**config.mk**
```make
export PLATFORM = sky130hd
export DESIGN_NAME = gpio_wb_top
export DESIGN_NICKNAME = d
export VERILOG_FILES = /design/src/common/gpio_pkg.sv /design/src/hw/bus/gpio_wb_slave.sv /design/src/hw/gpio_read_irq.sv /design/src/hw/gpio_wb_top.sv /design/src/hw/lane/gpio_lane.sv
export SDC_FILE = /design/constraint.sdc
export NUM_CORES = 1
export LEC_CHECK = 0
export BUFFER_PORTS_ARGS = -buffer_cell sky130_fd_sc_hd__buf_4
export CAP_MARGIN = 20
export CORE_ASPECT_RATIO = 1.4
export CORE_UTILIZATION = 53
export CTS_CLUSTER_DIAMETER = 80
export CTS_CLUSTER_SIZE = 16
export DETAILED_ROUTE_END_ITERATION = 6
export PLACE_DENSITY = 0.74
export SYNTH_ARGS = -nofsm -noshare
export SYNTH_HDL_FRONTEND = slang
export SYNTH_HIERARCHICAL = 1
export SYNTH_SLANG_ARGS = --single-unit
```
**constraint.sdc**
```tcl
create_clock -name wb_clk_i -period 2.4 [get_ports wb_clk_i]
set_input_delay 0.36 -clock wb_clk_i [delete_from_list [all_inputs] [get_ports wb_clk_i]]
set_output_delay 0.36 -clock wb_clk_i [all_outputs]
set_load 0.1 [all_outputs]
```
**src/common/gpio_pkg.sv**
```systemverilog
//////////////////////////////////////////////////////////////////////
// Shared GPIO definitions
// - Wishbone bus widths and address field positions
// - Register offset enumeration
// - Write-strobe and lane-register structs
// - CTRL word decode union
//////////////////////////////////////////////////////////////////////

`default_nettype none

package gpio_pkg;

  // Bus geometry
  localparam int WB_DATA_W = 32;
  localparam int WB_ADDR_W = 8;
  localparam int LANE_W    = 8;                    // Pins per byte lane
  localparam int MAX_LANES = WB_DATA_W / LANE_W;   // Lanes the data bus can reach

  // Offset field inside the byte address
  localparam int OFS_HI = 5;
  localparam int OFS_LO = 2;

  typedef logic [WB_DATA_W-1:0] wb_data_t;
  typedef logic [WB_ADDR_W-1:0] wb_addr_t;
  typedef logic [LANE_W-1:0]    lane_byte_t;

  // Register map, word offsets 8..15 unmapped
  typedef enum logic [OFS_HI-OFS_LO:0] {
    REG_IN    = 4'h0,
    REG_OUT   = 4'h1,
    REG_OE    = 4'h2,
    REG_INTE  = 4'h3,
    REG_PTRIG = 4'h4,
    REG_AUX   = 4'h5,
    REG_CTRL  = 4'h6,
    REG_INTS  = 4'h7
  } reg_ofs_e;

  // One strobe per writable lane register, plus the bus data
  typedef struct packed {
    logic     out;
    logic     oe;
    logic     inte;
    logic     ptrig;
    logic     aux;
    logic     ints;
    wb_data_t dat;
  } wr_strobe_t;

  // Register bytes of one lane, as seen by the read side
  typedef struct packed {
    lane_byte_t in_b;
    lane_byte_t out_b;
    lane_byte_t oe_b;
    lane_byte_t inte_b;
    lane_byte_t ptrig_b;
    lane_byte_t aux_b;
    lane_byte_t ints_b;
  } lane_regs_t;

  // CTRL layout, inte in bit 0
  typedef struct packed {
    logic [WB_DATA_W-3:0] rsvd;
    logic                 ints;    // Sticky interrupt flag
    logic                 inte;    // Global interrupt enable
  } ctrl_bits_t;

  typedef union packed {
    wb_data_t   word;
    ctrl_bits_t bits;
  } ctrl_word_u;

endpackage

`default_nettype wire

```
**src/hw/bus/gpio_wb_slave.sv**
```systemverilog
//////////////////////////////////////////////////////////////////////
// Wishbone slave front end
// - Full address decode with error on unmapped space
// - Single-cycle ack/err pulses, one idle cycle between pulses
// - Per-register write strobes and lane byte enables
// - CTRL write strobe with decoded data word
//////////////////////////////////////////////////////////////////////

`timescale 1ns/1ps
`default_nettype none

module gpio_wb_slave
  import gpio_pkg::*;
#(
  parameter int GPIO_LANES = MAX_LANES
) (
  input  wire                     wb_clk_i,
  input  wire                     wb_rst_i,
  input  wire                     wb_cyc_i,
  input  wire                     wb_stb_i,
  input  wire                     wb_we_i,
  input  wb_addr_t                wb_adr_i,
  input  wire  [MAX_LANES-1:0]    wb_sel_i,
  input  wb_data_t                wb_dat_i,
  output logic                    wb_ack_o,
  output logic                    wb_err_o,
  output wr_strobe_t              wr_o,        // To every lane
  output logic [GPIO_LANES-1:0]   lane_sel_o,  // Byte enable per lane
  output reg_ofs_e                ofs_o,       // To read mux
  output logic                    ctrl_wr_o,
  output ctrl_word_u              ctrl_dat_o
);

  logic     ack_q;       // Ack pulse
  logic     err_q;       // Err pulse
  logic     req;         // New request this cycle
  logic     addr_ok;     // Address hits the register map
  logic     wr_en;       // Accepted write
  reg_ofs_e ofs;

  //////////////////////////////////////////////////////////////////////
  // Decode
  //////////////////////////////////////////////////////////////////////

  assign ofs = reg_ofs_e'(wb_adr_i[OFS_HI:OFS_LO]);

  // Upper bits and byte offset must be zero, and offset below 8
  assign addr_ok = (wb_adr_i[WB_ADDR_W-1:OFS_HI+1] == '0)
                 & (wb_adr_i[OFS_LO-1:0] == '0)
                 & ~wb_adr_i[OFS_HI];

  // No request while a pulse is out
  assign req   = wb_cyc_i & wb_stb_i & ~ack_q & ~err_q;
  assign wr_en = req & wb_we_i & addr_ok;

  //////////////////////////////////////////////////////////////////////
  // Termination pulses
  //////////////////////////////////////////////////////////////////////

  always_ff @(posedge wb_clk_i or posedge wb_rst_i) begin
    if (wb_rst_i) begin
      ack_q <= 1'b0;
      err_q <= 1'b0;
    end else begin
      ack_q <= req & addr_ok;
      err_q <= req & ~addr_ok;   // Errored access writes nothing
    end
  end

  assign wb_ack_o = ack_q;
  assign wb_err_o = err_q;

  //////////////////////////////////////////////////////////////////////
  // Write strobes
  //////////////////////////////////////////////////////////////////////

  // Exactly one strobe, registers update on the edge that raises ack
  always_comb begin
    wr_o       = '0;
    wr_o.dat   = wb_dat_i;
    wr_o.out   = wr_en & (ofs == REG_OUT);
    wr_o.oe    = wr_en & (ofs == REG_OE);
    wr_o.inte  = wr_en & (ofs == REG_INTE);
    wr_o.ptrig = wr_en & (ofs == REG_PTRIG);
    wr_o.aux   = wr_en & (ofs == REG_AUX);
    wr_o.ints  = wr_en & (ofs == REG_INTS);
  end

  assign lane_sel_o = wb_sel_i[GPIO_LANES-1:0];  // Upper selects unused on narrow builds

  // CTRL lives in byte 0 only
  assign ctrl_wr_o       = wr_en & (ofs == REG_CTRL) & wb_sel_i[0];
  assign ctrl_dat_o.word = wb_dat_i;

  // Read mux follows the address continuously
  assign ofs_o = ofs;

endmodule

`default_nettype wire

```
**src/hw/gpio_read_irq.sv**
```systemverilog
//////////////////////////////////////////////////////////////////////
// Read side and interrupt unit
// - CTRL register with sticky interrupt flag
// - Read-data mux across lanes and output register
// - Registered interrupt request
//////////////////////////////////////////////////////////////////////

`timescale 1ns/1ps
`default_nettype none

module gpio_read_irq
  import gpio_pkg::*;
#(
  parameter int GPIO_LANES = MAX_LANES
) (
  input  wire         wb_clk_i,
  input  wire         wb_rst_i,
  input  reg_ofs_e    ofs_i,
  input  wire         ctrl_wr_i,
  input  ctrl_word_u  ctrl_dat_i,
  input  lane_regs_t  lanes_i [GPIO_LANES],
  output logic        ctrl_inte_o,
  output wb_data_t    wb_dat_o,
  output logic        wb_inta_o
);

  logic                  ctrl_inte_q;
  logic                  ctrl_ints_q;
  logic                  inta_q;
  logic [GPIO_LANES-1:0] lane_pend;   // Any INTS bit per lane
  wb_data_t              rd_data;
  wb_data_t              rd_q;

  // One lane's byte for the addressed register
  function automatic lane_byte_t pick_byte(lane_regs_t r, reg_ofs_e ofs);
    case (ofs)
      REG_IN:    return r.in_b;
      REG_OUT:   return r.out_b;
      REG_OE:    return r.oe_b;
      REG_INTE:  return r.inte_b;
      REG_PTRIG: return r.ptrig_b;
      REG_AUX:   return r.aux_b;
      REG_INTS:  return r.ints_b;
      default:   return '0;       // CTRL and unmapped
    endcase
  endfunction

  //////////////////////////////////////////////////////////////////////
  // CTRL
  //////////////////////////////////////////////////////////////////////

  always_ff @(posedge wb_clk_i or posedge wb_rst_i) begin
    if (wb_rst_i) begin
      ctrl_inte_q <= 1'b0;
      ctrl_ints_q <= 1'b0;
    end else if (ctrl_wr_i) begin
      ctrl_inte_q <= ctrl_dat_i.bits.inte;
      ctrl_ints_q <= ctrl_dat_i.bits.ints;
    end else if (ctrl_inte_q) begin
      ctrl_ints_q <= ctrl_ints_q | inta_q;   // Follows inta by one cycle
    end
  end

  assign ctrl_inte_o = ctrl_inte_q;

  //////////////////////////////////////////////////////////////////////
  // Read data
  //////////////////////////////////////////////////////////////////////

  always_comb begin
    rd_data = '0;                            // Absent lanes read zero
    if (ofs_i == REG_CTRL) begin
      rd_data = wb_data_t'({ctrl_ints_q, ctrl_inte_q});
    end else begin
      for (int l = 0; l < GPIO_LANES; l++) begin
        rd_data[l*LANE_W +: LANE_W] = pick_byte(lanes_i[l], ofs_i);
      end
    end
  end

  // Sampled every cycle, valid while ack is high
  always_ff @(posedge wb_clk_i or posedge wb_rst_i) begin
    if (wb_rst_i) begin
      rd_q <= '0;
    end else begin
      rd_q <= rd_data;
    end
  end

  assign wb_dat_o = rd_q;

  //////////////////////////////////////////////////////////////////////
  // Interrupt request
  //////////////////////////////////////////////////////////////////////

  for (genvar g = 0; g < GPIO_LANES; g++) begin : g_pend
    assign lane_pend[g] = |lanes_i[g].ints_b;
  end

  always_ff @(posedge wb_clk_i or posedge wb_rst_i) begin
    if (wb_rst_i) begin
      inta_q <= 1'b0;
    end else begin
      inta_q <= (|lane_pend) & ctrl_inte_q;  // Masked by global enable
    end
  end

  assign wb_inta_o = inta_q;

endmodule

`default_nettype wire

```
**src/hw/gpio_wb_top.sv**
```systemverilog
//////////////////////////////////////////////////////////////////////
// GPIO controller top level
// - Wishbone slave front end
// - Array of 8-pin byte lanes
// - Read-back mux, CTRL register and interrupt request
//////////////////////////////////////////////////////////////////////

`timescale 1ns/1ps
`default_nettype none

module gpio_wb_top
  import gpio_pkg::*;
#(
  parameter int GPIO_LANES = MAX_LANES  // 1 to 4 byte lanes
) (
  input  wire                             wb_clk_i,
  input  wire                             wb_rst_i,
  // Wishbone slave
  input  wire                             wb_cyc_i,
  input  wire                             wb_stb_i,
  input  wire                             wb_we_i,
  input  wb_addr_t                        wb_adr_i,
  input  wire  [3:0]                      wb_sel_i,
  input  wb_data_t                        wb_dat_i,
  output wb_data_t                        wb_dat_o,
  output logic                            wb_ack_o,
  output logic                            wb_err_o,
  output logic                            wb_inta_o,
  // Pads
  input  wire  [GPIO_LANES*LANE_W-1:0]    aux_i,        // Alternate output sources
  input  wire  [GPIO_LANES*LANE_W-1:0]    ext_pad_i,
  output logic [GPIO_LANES*LANE_W-1:0]    ext_pad_o,
  output logic [GPIO_LANES*LANE_W-1:0]    ext_padoe_o
);

  wr_strobe_t            wr;                      // Strobes with full bus word
  logic [GPIO_LANES-1:0] lane_sel;                // Byte enables per lane
  reg_ofs_e              ofs;                     // Decoded register offset
  logic                  ctrl_wr;
  ctrl_word_u            ctrl_dat;
  logic                  ctrl_inte;               // Global enable back to lanes
  wr_strobe_t            lane_wr   [GPIO_LANES];  // Strobes with lane byte in 7:0
  lane_regs_t            lane_regs [GPIO_LANES];

  //////////////////////////////////////////////////////////////////////
  // Bus front end
  //////////////////////////////////////////////////////////////////////

  gpio_wb_slave #(
    .GPIO_LANES (GPIO_LANES)
  ) u_slave (
    .wb_clk_i   (wb_clk_i),
    .wb_rst_i   (wb_rst_i),
    .wb_cyc_i   (wb_cyc_i),
    .wb_stb_i   (wb_stb_i),
    .wb_we_i    (wb_we_i),
    .wb_adr_i   (wb_adr_i),
    .wb_sel_i   (wb_sel_i),
    .wb_dat_i   (wb_dat_i),
    .wb_ack_o   (wb_ack_o),
    .wb_err_o   (wb_err_o),
    .wr_o       (wr),
    .lane_sel_o (lane_sel),
    .ofs_o      (ofs),
    .ctrl_wr_o  (ctrl_wr),
    .ctrl_dat_o (ctrl_dat)
  );

  //////////////////////////////////////////////////////////////////////
  // Byte lanes
  //////////////////////////////////////////////////////////////////////

  for (genvar g = 0; g < GPIO_LANES; g++) begin : g_lane
    // Steer this lane's data byte down to bits 7:0
    assign lane_wr[g] = '{out:   wr.out,
                          oe:    wr.oe,
                          inte:  wr.inte,
                          ptrig: wr.ptrig,
                          aux:   wr.aux,
                          ints:  wr.ints,
                          dat:   wb_data_t'(wr.dat[g*LANE_W +: LANE_W])};

    gpio_lane u_lane (
      .wb_clk_i    (wb_clk_i),
      .wb_rst_i    (wb_rst_i),
      .wr_i        (lane_wr[g]),
      .byte_en_i   (lane_sel[g]),
      .ctrl_inte_i (ctrl_inte),
      .ext_pad_i   (ext_pad_i[g*LANE_W +: LANE_W]),
      .aux_i       (aux_i[g*LANE_W +: LANE_W]),
      .ext_pad_o   (ext_pad_o[g*LANE_W +: LANE_W]),
      .ext_padoe_o (ext_padoe_o[g*LANE_W +: LANE_W]),
      .regs_o      (lane_regs[g])
    );
  end

  //////////////////////////////////////////////////////////////////////
  // Read-back and interrupt
  //////////////////////////////////////////////////////////////////////

  gpio_read_irq #(
    .GPIO_LANES (GPIO_LANES)
  ) u_read_irq (
    .wb_clk_i    (wb_clk_i),
    .wb_rst_i    (wb_rst_i),
    .ofs_i       (ofs),
    .ctrl_wr_i   (ctrl_wr),
    .ctrl_dat_i  (ctrl_dat),
    .lanes_i     (lane_regs),
    .ctrl_inte_o (ctrl_inte),
    .wb_dat_o    (wb_dat_o),
    .wb_inta_o   (wb_inta_o)
  );

endmodule

`default_nettype wire

```
**src/hw/lane/gpio_lane.sv**
```systemverilog
//////////////////////////////////////////////////////////////////////
// GPIO byte lane, 8 pins
// - OUT, OE, INTE, PTRIG, AUX and INTS register bytes
// - Two-flop input synchronizer and IN byte
// - Edge capture into INTS with per-pin polarity
// - Pad output mux between OUT and auxiliary inputs
//////////////////////////////////////////////////////////////////////

`timescale 1ns/1ps
`default_nettype none

module gpio_lane
  import gpio_pkg::*;
(
  input  wire         wb_clk_i,
  input  wire         wb_rst_i,
  input  wr_strobe_t  wr_i,         // Lane byte in dat[7:0]
  input  wire         byte_en_i,    // This lane's wb_sel_i bit
  input  wire         ctrl_inte_i,  // Global interrupt enable
  input  lane_byte_t  ext_pad_i,
  input  lane_byte_t  aux_i,
  output lane_byte_t  ext_pad_o,
  output lane_byte_t  ext_padoe_o,
  output lane_regs_t  regs_o
);

  lane_byte_t wr_byte;
  lane_byte_t sync_q1;     // First synchronizer stage
  lane_byte_t sync_q2;     // Second stage, safe to use
  lane_byte_t in_q;        // IN register
  lane_byte_t out_q;
  lane_byte_t oe_q;
  lane_byte_t inte_q;
  lane_byte_t ptrig_q;     // 1 rising, 0 falling
  lane_byte_t aux_q;
  lane_byte_t ints_q;
  lane_byte_t edge_hit;    // Qualified edge per pin

  assign wr_byte = wr_i.dat[LANE_W-1:0];

  //////////////////////////////////////////////////////////////////////
  // Input path
  //////////////////////////////////////////////////////////////////////

  // Pad to IN takes three edges
  always_ff @(posedge wb_clk_i or posedge wb_rst_i) begin
    if (wb_rst_i) begin
      sync_q1 <= '0;
      sync_q2 <= '0;
      in_q    <= '0;
    end else begin
      sync_q1 <= ext_pad_i;
      sync_q2 <= sync_q1;
      in_q    <= sync_q2;
    end
  end

  //////////////////////////////////////////////////////////////////////
  // Configuration bytes
  //////////////////////////////////////////////////////////////////////

  always_ff @(posedge wb_clk_i or posedge wb_rst_i) begin
    if (wb_rst_i) begin
      out_q   <= '0;
      oe_q    <= '0;
      inte_q  <= '0;
      ptrig_q <= '0;
      aux_q   <= '0;
    end else if (byte_en_i) begin
      if (wr_i.out)   out_q   <= wr_byte;
      if (wr_i.oe)    oe_q    <= wr_byte;
      if (wr_i.inte)  inte_q  <= wr_byte;
      if (wr_i.ptrig) ptrig_q <= wr_byte;
      if (wr_i.aux)   aux_q   <= wr_byte;
    end
  end

  //////////////////////////////////////////////////////////////////////
  // Interrupt capture
  //////////////////////////////////////////////////////////////////////

  // New value differs from IN and matches the trigger polarity
  assign edge_hit = (sync_q2 ^ in_q) & ~(sync_q2 ^ ptrig_q) & inte_q;

  always_ff @(posedge wb_clk_i or posedge wb_rst_i) begin
    if (wb_rst_i) begin
      ints_q <= '0;
    end else if (wr_i.ints && byte_en_i) begin
      ints_q <= wr_byte;              // Software clear or set
    end else if (ctrl_inte_i) begin
      ints_q <= ints_q | edge_hit;    // Sticky
    end
  end

  //////////////////////////////////////////////////////////////////////
  // Pads and read-back
  //////////////////////////////////////////////////////////////////////

  assign ext_pad_o   = (out_q & ~aux_q) | (aux_i & aux_q);  // AUX selects per pin
  assign ext_padoe_o = oe_q;

  assign regs_o = '{in_b:    in_q,
                    out_b:   out_q,
                    oe_b:    oe_q,
                    inte_b:  inte_q,
                    ptrig_b: ptrig_q,
                    aux_b:   aux_q,
                    ints_b:  ints_q};

endmodule

`default_nettype wire

```
Word level (Yosys, flattened, before mapping)

Index checks and enable logic that the tools add are counted.

Bits in registers: 325
Output and inout bits: 99
Input bits: 113
Word-level logic and storage cells: 160

Equal/unequal tests: 7
Bitwise operators: 63
Multiplexer cells: 15
Reduce and logical (&&, ||, !) cells: 33

Operator list:

| operator                                       | number |
|---|---|
| one-hot mux 8 bit (7 select lines)             | 4 |
| bitwise AND 8 bit                              | 16 |
| two-way mux 8 bit                              | 8 |
| inverter 8 bit                                 | 8 |
| bitwise OR 8 bit                               | 8 |
| bitwise XOR 8 bit                              | 8 |
| AND reduction 2 bit                            | 20 |
| two-way mux 32 bit                             | 1 |
| OR reduction 32 bit                            | 1 |
| bitwise AND 1 bit                              | 18 |
| == test 4 x 3 -> 1 bit (second input constant) | 4 |
| nonzero test 2 bit                             | 5 |
| == test 4 x 2 -> 1 bit (second input constant) | 2 |
| == test 4 x 1 -> 1 bit (second input constant) | 1 |
| logical AND 1 bit                              | 4 |
| zero test 2 bit                                | 2 |
| zero test 4 bit                                | 1 |
| inverter 1 bit                                 | 4 |
| two-way mux 1 bit                              | 2 |
| bitwise OR 1 bit                               | 1 |

Longest topological paths before layout

Word-level depth: 8
Depth in mapped cells: 7
Depth with buffers taken out: 5

Hierarchy

Netlist, hierarchy kept.

Modules (own cells, without submodules):

| module        | cells each | instances | area an instance (µm²) | sequential area each (µm²) |
|---|---|---|---|---|
| gpio_lane     | 187        | 4         | 2756.4                 | 1801.7 |
| gpio_read_irq | 218        | 1         | 2212.1                 | 875.8 |
| gpio_wb_slave | 96         | 1         | 759.5                  | 50.0 |
| gpio_wb_top   | 1          | 1         | 3.8                    | 0.0 |

Worst setup path before layout

No wires, ideal clock.

Kind: flip-flop to flip-flop
From: reg u_slave.ack_q (netlist: u_slave/wb_ack_o)
To: reg g_lane[0].u_lane.oe_q[0]
Library setup time: 0.126 ns
Arrival time: 2.505 ns
Stages on the path, launching flop included: 6
Required time: 2.274 ns
Clock period less this slack: 2.631 ns
Setup slack: -0.231 ns
Path buffers: 1
Path through: dfrtp_1 -> nand4bb_1 -> clkbuf_1 -> nor4_1 -> nand2_2 -> mux2_2

RTL lines:

| item                   | RTL line            | text |
|---|---|---|
| start, declared        | gpio_wb_slave.sv:34 | `logic ack_q;` |
| start signal, assigned | gpio_wb_slave.sv:65 | `ack_q <= req & addr_ok;` |
| end signal, assigned   | gpio_lane.sv:71     | `if (wr_i.oe) oe_q <= wr_byte;` |
| end, declared          | gpio_lane.sv:32     | `lane_byte_t oe_q;` |

==> summary.md <==
| Metric | Value |
|---|---|
| Crit-path cells | `nand4bb_1, buf_4, nor4_2, buf_4, and2_1, nor2_1, a21oi_1` |
| CTS buffer count | `24` |
| Post-Place Cells | `1481` |
| PortBufs | `211` |
| Fin crit share | `84.5%` |
| DRC viols | `20` |
| Via count | `9400` |
| Largest net degree at the start of global routing | `73` |
| Layout area overhead | `18.7%` |
| Fillers | `1937` |
| CTS H-tree depth | `1` |
| Share of cells above drive strength 1 | `41.1%` |
| Slowest-stage cell, CP | `dfrtp_2` |
| Max incr delay on CP | `0.46 ns` |
| Clk buf depth | `3` |
| VDD IR max | `0.000487 V` |
| Worst Skew | `0.0124 ns` |
| Worst Path Arrival | `2.47 ns` |
| RSZ-0062 raised after global routing | `false` |
| Root Buffer | `clkbuf_16` |
| Drt wl/cell | `22.7 um` |
| Initial antenna violation count | `2` |
| Post-cts sizing count | `0` |
| Commonest non-fill, non-tap cell in the layout | `dfrtp_1` |
| Number of global-route vias before repair | `9740` |
| Total gr overflow | `0` |
| Num Clock Sinks | `325` |
| Initial core utilization | `54.1%` |
| Met3 Use GR | `3.55%` |
| Met1 Use GR | `34.9%` |
| CP endpoint kind | `register` |
| P per Cell Area | `621 nW/um^2` |
| Synthesized area | `13800 um^2` |
| Number of max-slew violations in the final report | `0` |
| Crit-path max FO | `9` |
| Worst skew pair latency | `0.53 ns` |
| Setup WS pre-CTS | `0.0927 ns` |
| Post-CTS setup buffer count | `0` |
| Die span in y | `193 um` |
| P_leak | `7.88 nW` |
| First-pass GRT wire length | `54600 um` |
| Crit path buf inv count | `2` |
| Final antenna-violating net count | `0` |
| Layout Nets | `1334` |
| Minimum clock period | `2.03 ns` |
| Vias per cell | `6.09` |
| Routability cong. | `0.819` |
| Tot GR Track Use | `26.8%` |
| CTS Hold Bufs | `33` |
| Full die area | `26600 um^2` |
| Post-route cell area | `16300 um^2` |
| Fin worst setup slack | `0.371 ns` |
| First DRT Iteration DRCs | `849` |
| TritonCTS clock tree | `yes` |
| Drt pass-1 iters | `7` |
| Fin. Hold Viols | `0` |
| Die Width | `138 um` |
| Tightest Pin Transition | `0.667 ns` |
| Hpwl dp | `23100 um` |
| Slew margin rel. | `55.5%` |
| Maximum capacitance violations | `0` |
| Violated checks | `design-rule violations` |
| # rows | `69` |
| Worst Hold Class | `primary input to register` |
| Worst-path clk slew | `0.07 ns` |
| Routed WL | `35100 um` |
| Synth Net Count | `1145` |
| Fmax | `493 MHz` |
| Most used cell, CP | `buf_4` |
| Crit-path leading delay family | `simple AND/OR/NAND/NOR gates` |
| Finished Layout Cells | `1544` |
| IO Pins | `212` |
| Mapped Cells | `1032` |
| Placed inst area | `15400 um^2` |
| Met2 usage | `45.3%` |
| Synth Area per Inst | `13.3 um^2` |
| Most Crowded Layer GR | `met2` |
| Final setup viols | `0` |
| Core area | `25500 um^2` |
| Setup tns final | `0 ns` |
| YS warnings | `6` |
| CP startpoint kind | `register` |
| Critical Path RT | `2.84 ns` |
| Status | `complete, but fails checks` |
| Commonest non-fill, non-tap cells in the layout | `dfrtp_1 (323), buf_4 (233), mux2_2 (193)` |
| Critical path class | `register to register` |
[power by group]
group	total [mW]	internal, mW	switching, mW
logic	0.818	0.287	0.532
registers	5.66	5.59	0.0707
clock network	3.68	1.86	1.82
total	10.2	7.74	2.42
[state kept, by name, indices dropped and copies added (netlist names)]
name                       cells
u_slave/wb_ack_o               1
g_lane.u_lane/sync_q1         32
u_read_irq/ctrl_ints_q         1
g_lane.u_lane/sync_q2         32
u_read_irq/wb_inta_o           1
u_read_irq/ctrl_inte_o         1
g_lane.u_lane/aux_q           32
g_lane.u_lane/ints_q          32
u_read_irq/wb_dat_o           32
g_lane.u_lane/ext_padoe_o     32
g_lane.u_lane/inte_q          32
g_lane.u_lane/ptrig_q         32
g_lane.u_lane/in_q            32
g_lane.u_lane/out_q           32
u_slave/wb_err_o               1
[metal layers]
layer | part of all wire [%] | up-vias
met5 | 0 | -
met4 | 3.9 | 0
met3 | 7.4 | 85
met2 | 50 | 428
met1 | 39 | 4774
li1 | - | 4113
[path summary, 6_finish.rpt]
kind                       slack, ns                                  start                                     endpoint  cells after the start
max                             0.37             u_slave/wb_err_o$_DFF_PP0_       g_lane[1].u_lane/ints_q[6]$_DFFE_PP0P_                      7
min                             0.04                            wb_adr_i[1]                   u_slave/wb_ack_o$_DFF_PP0_                      2
max reg2reg                     0.37             u_slave/wb_err_o$_DFF_PP0_       g_lane[1].u_lane/ints_q[6]$_DFFE_PP0P_                      7
min reg2reg                     0.35  g_lane[0].u_lane/sync_q1[5]$_DFF_PP0_        g_lane[0].u_lane/sync_q2[5]$_DFF_PP0_                      0
max in group asynchronous       1.20                               wb_rst_i  g_lane[2].u_lane/ext_padoe_o[0]$_DFFE_PP0P_                      4
min in group asynchronous       0.31                               wb_rst_i                   u_slave/wb_err_o$_DFF_PP0_                      3
[metrics by stage]
step | utilization, % | hold WS (ns) | power (mW)
detailed placement | 60.3 | 0.286 | 6.55
global placement | 60.3 | 0.282 | 6.53
finish | 64.2 | 0.0430 | 10.2
global route | 64.2 | 0.0283 | 10.5
CTS | 64.2 | 0.0281 | 10.2
floorplan | - | 0.101 | 6.25
[area by class of cell]
| cell class | instances | area, um^2 | area share [%] |
|---|---|---|---|
| repair buffers | 274 | 2240 | 13.7 |
| inverters | 6 | 22.5 | 0.138 |
| multi-input cells | 590 | 4900 | 30.0 |
| clock buffers | 27 | 633 | 3.87 |
| well taps | 319 | 399 | 2.44 |
| clock inverters | 1 | 16.3 | 0.0995 |
| diodes | 2 | 5.00 | 0.0306 |
| flip-flops and latches | 325 | 8140 | 49.8 |
Note: power is estimated with default switching activity, not from simulation.
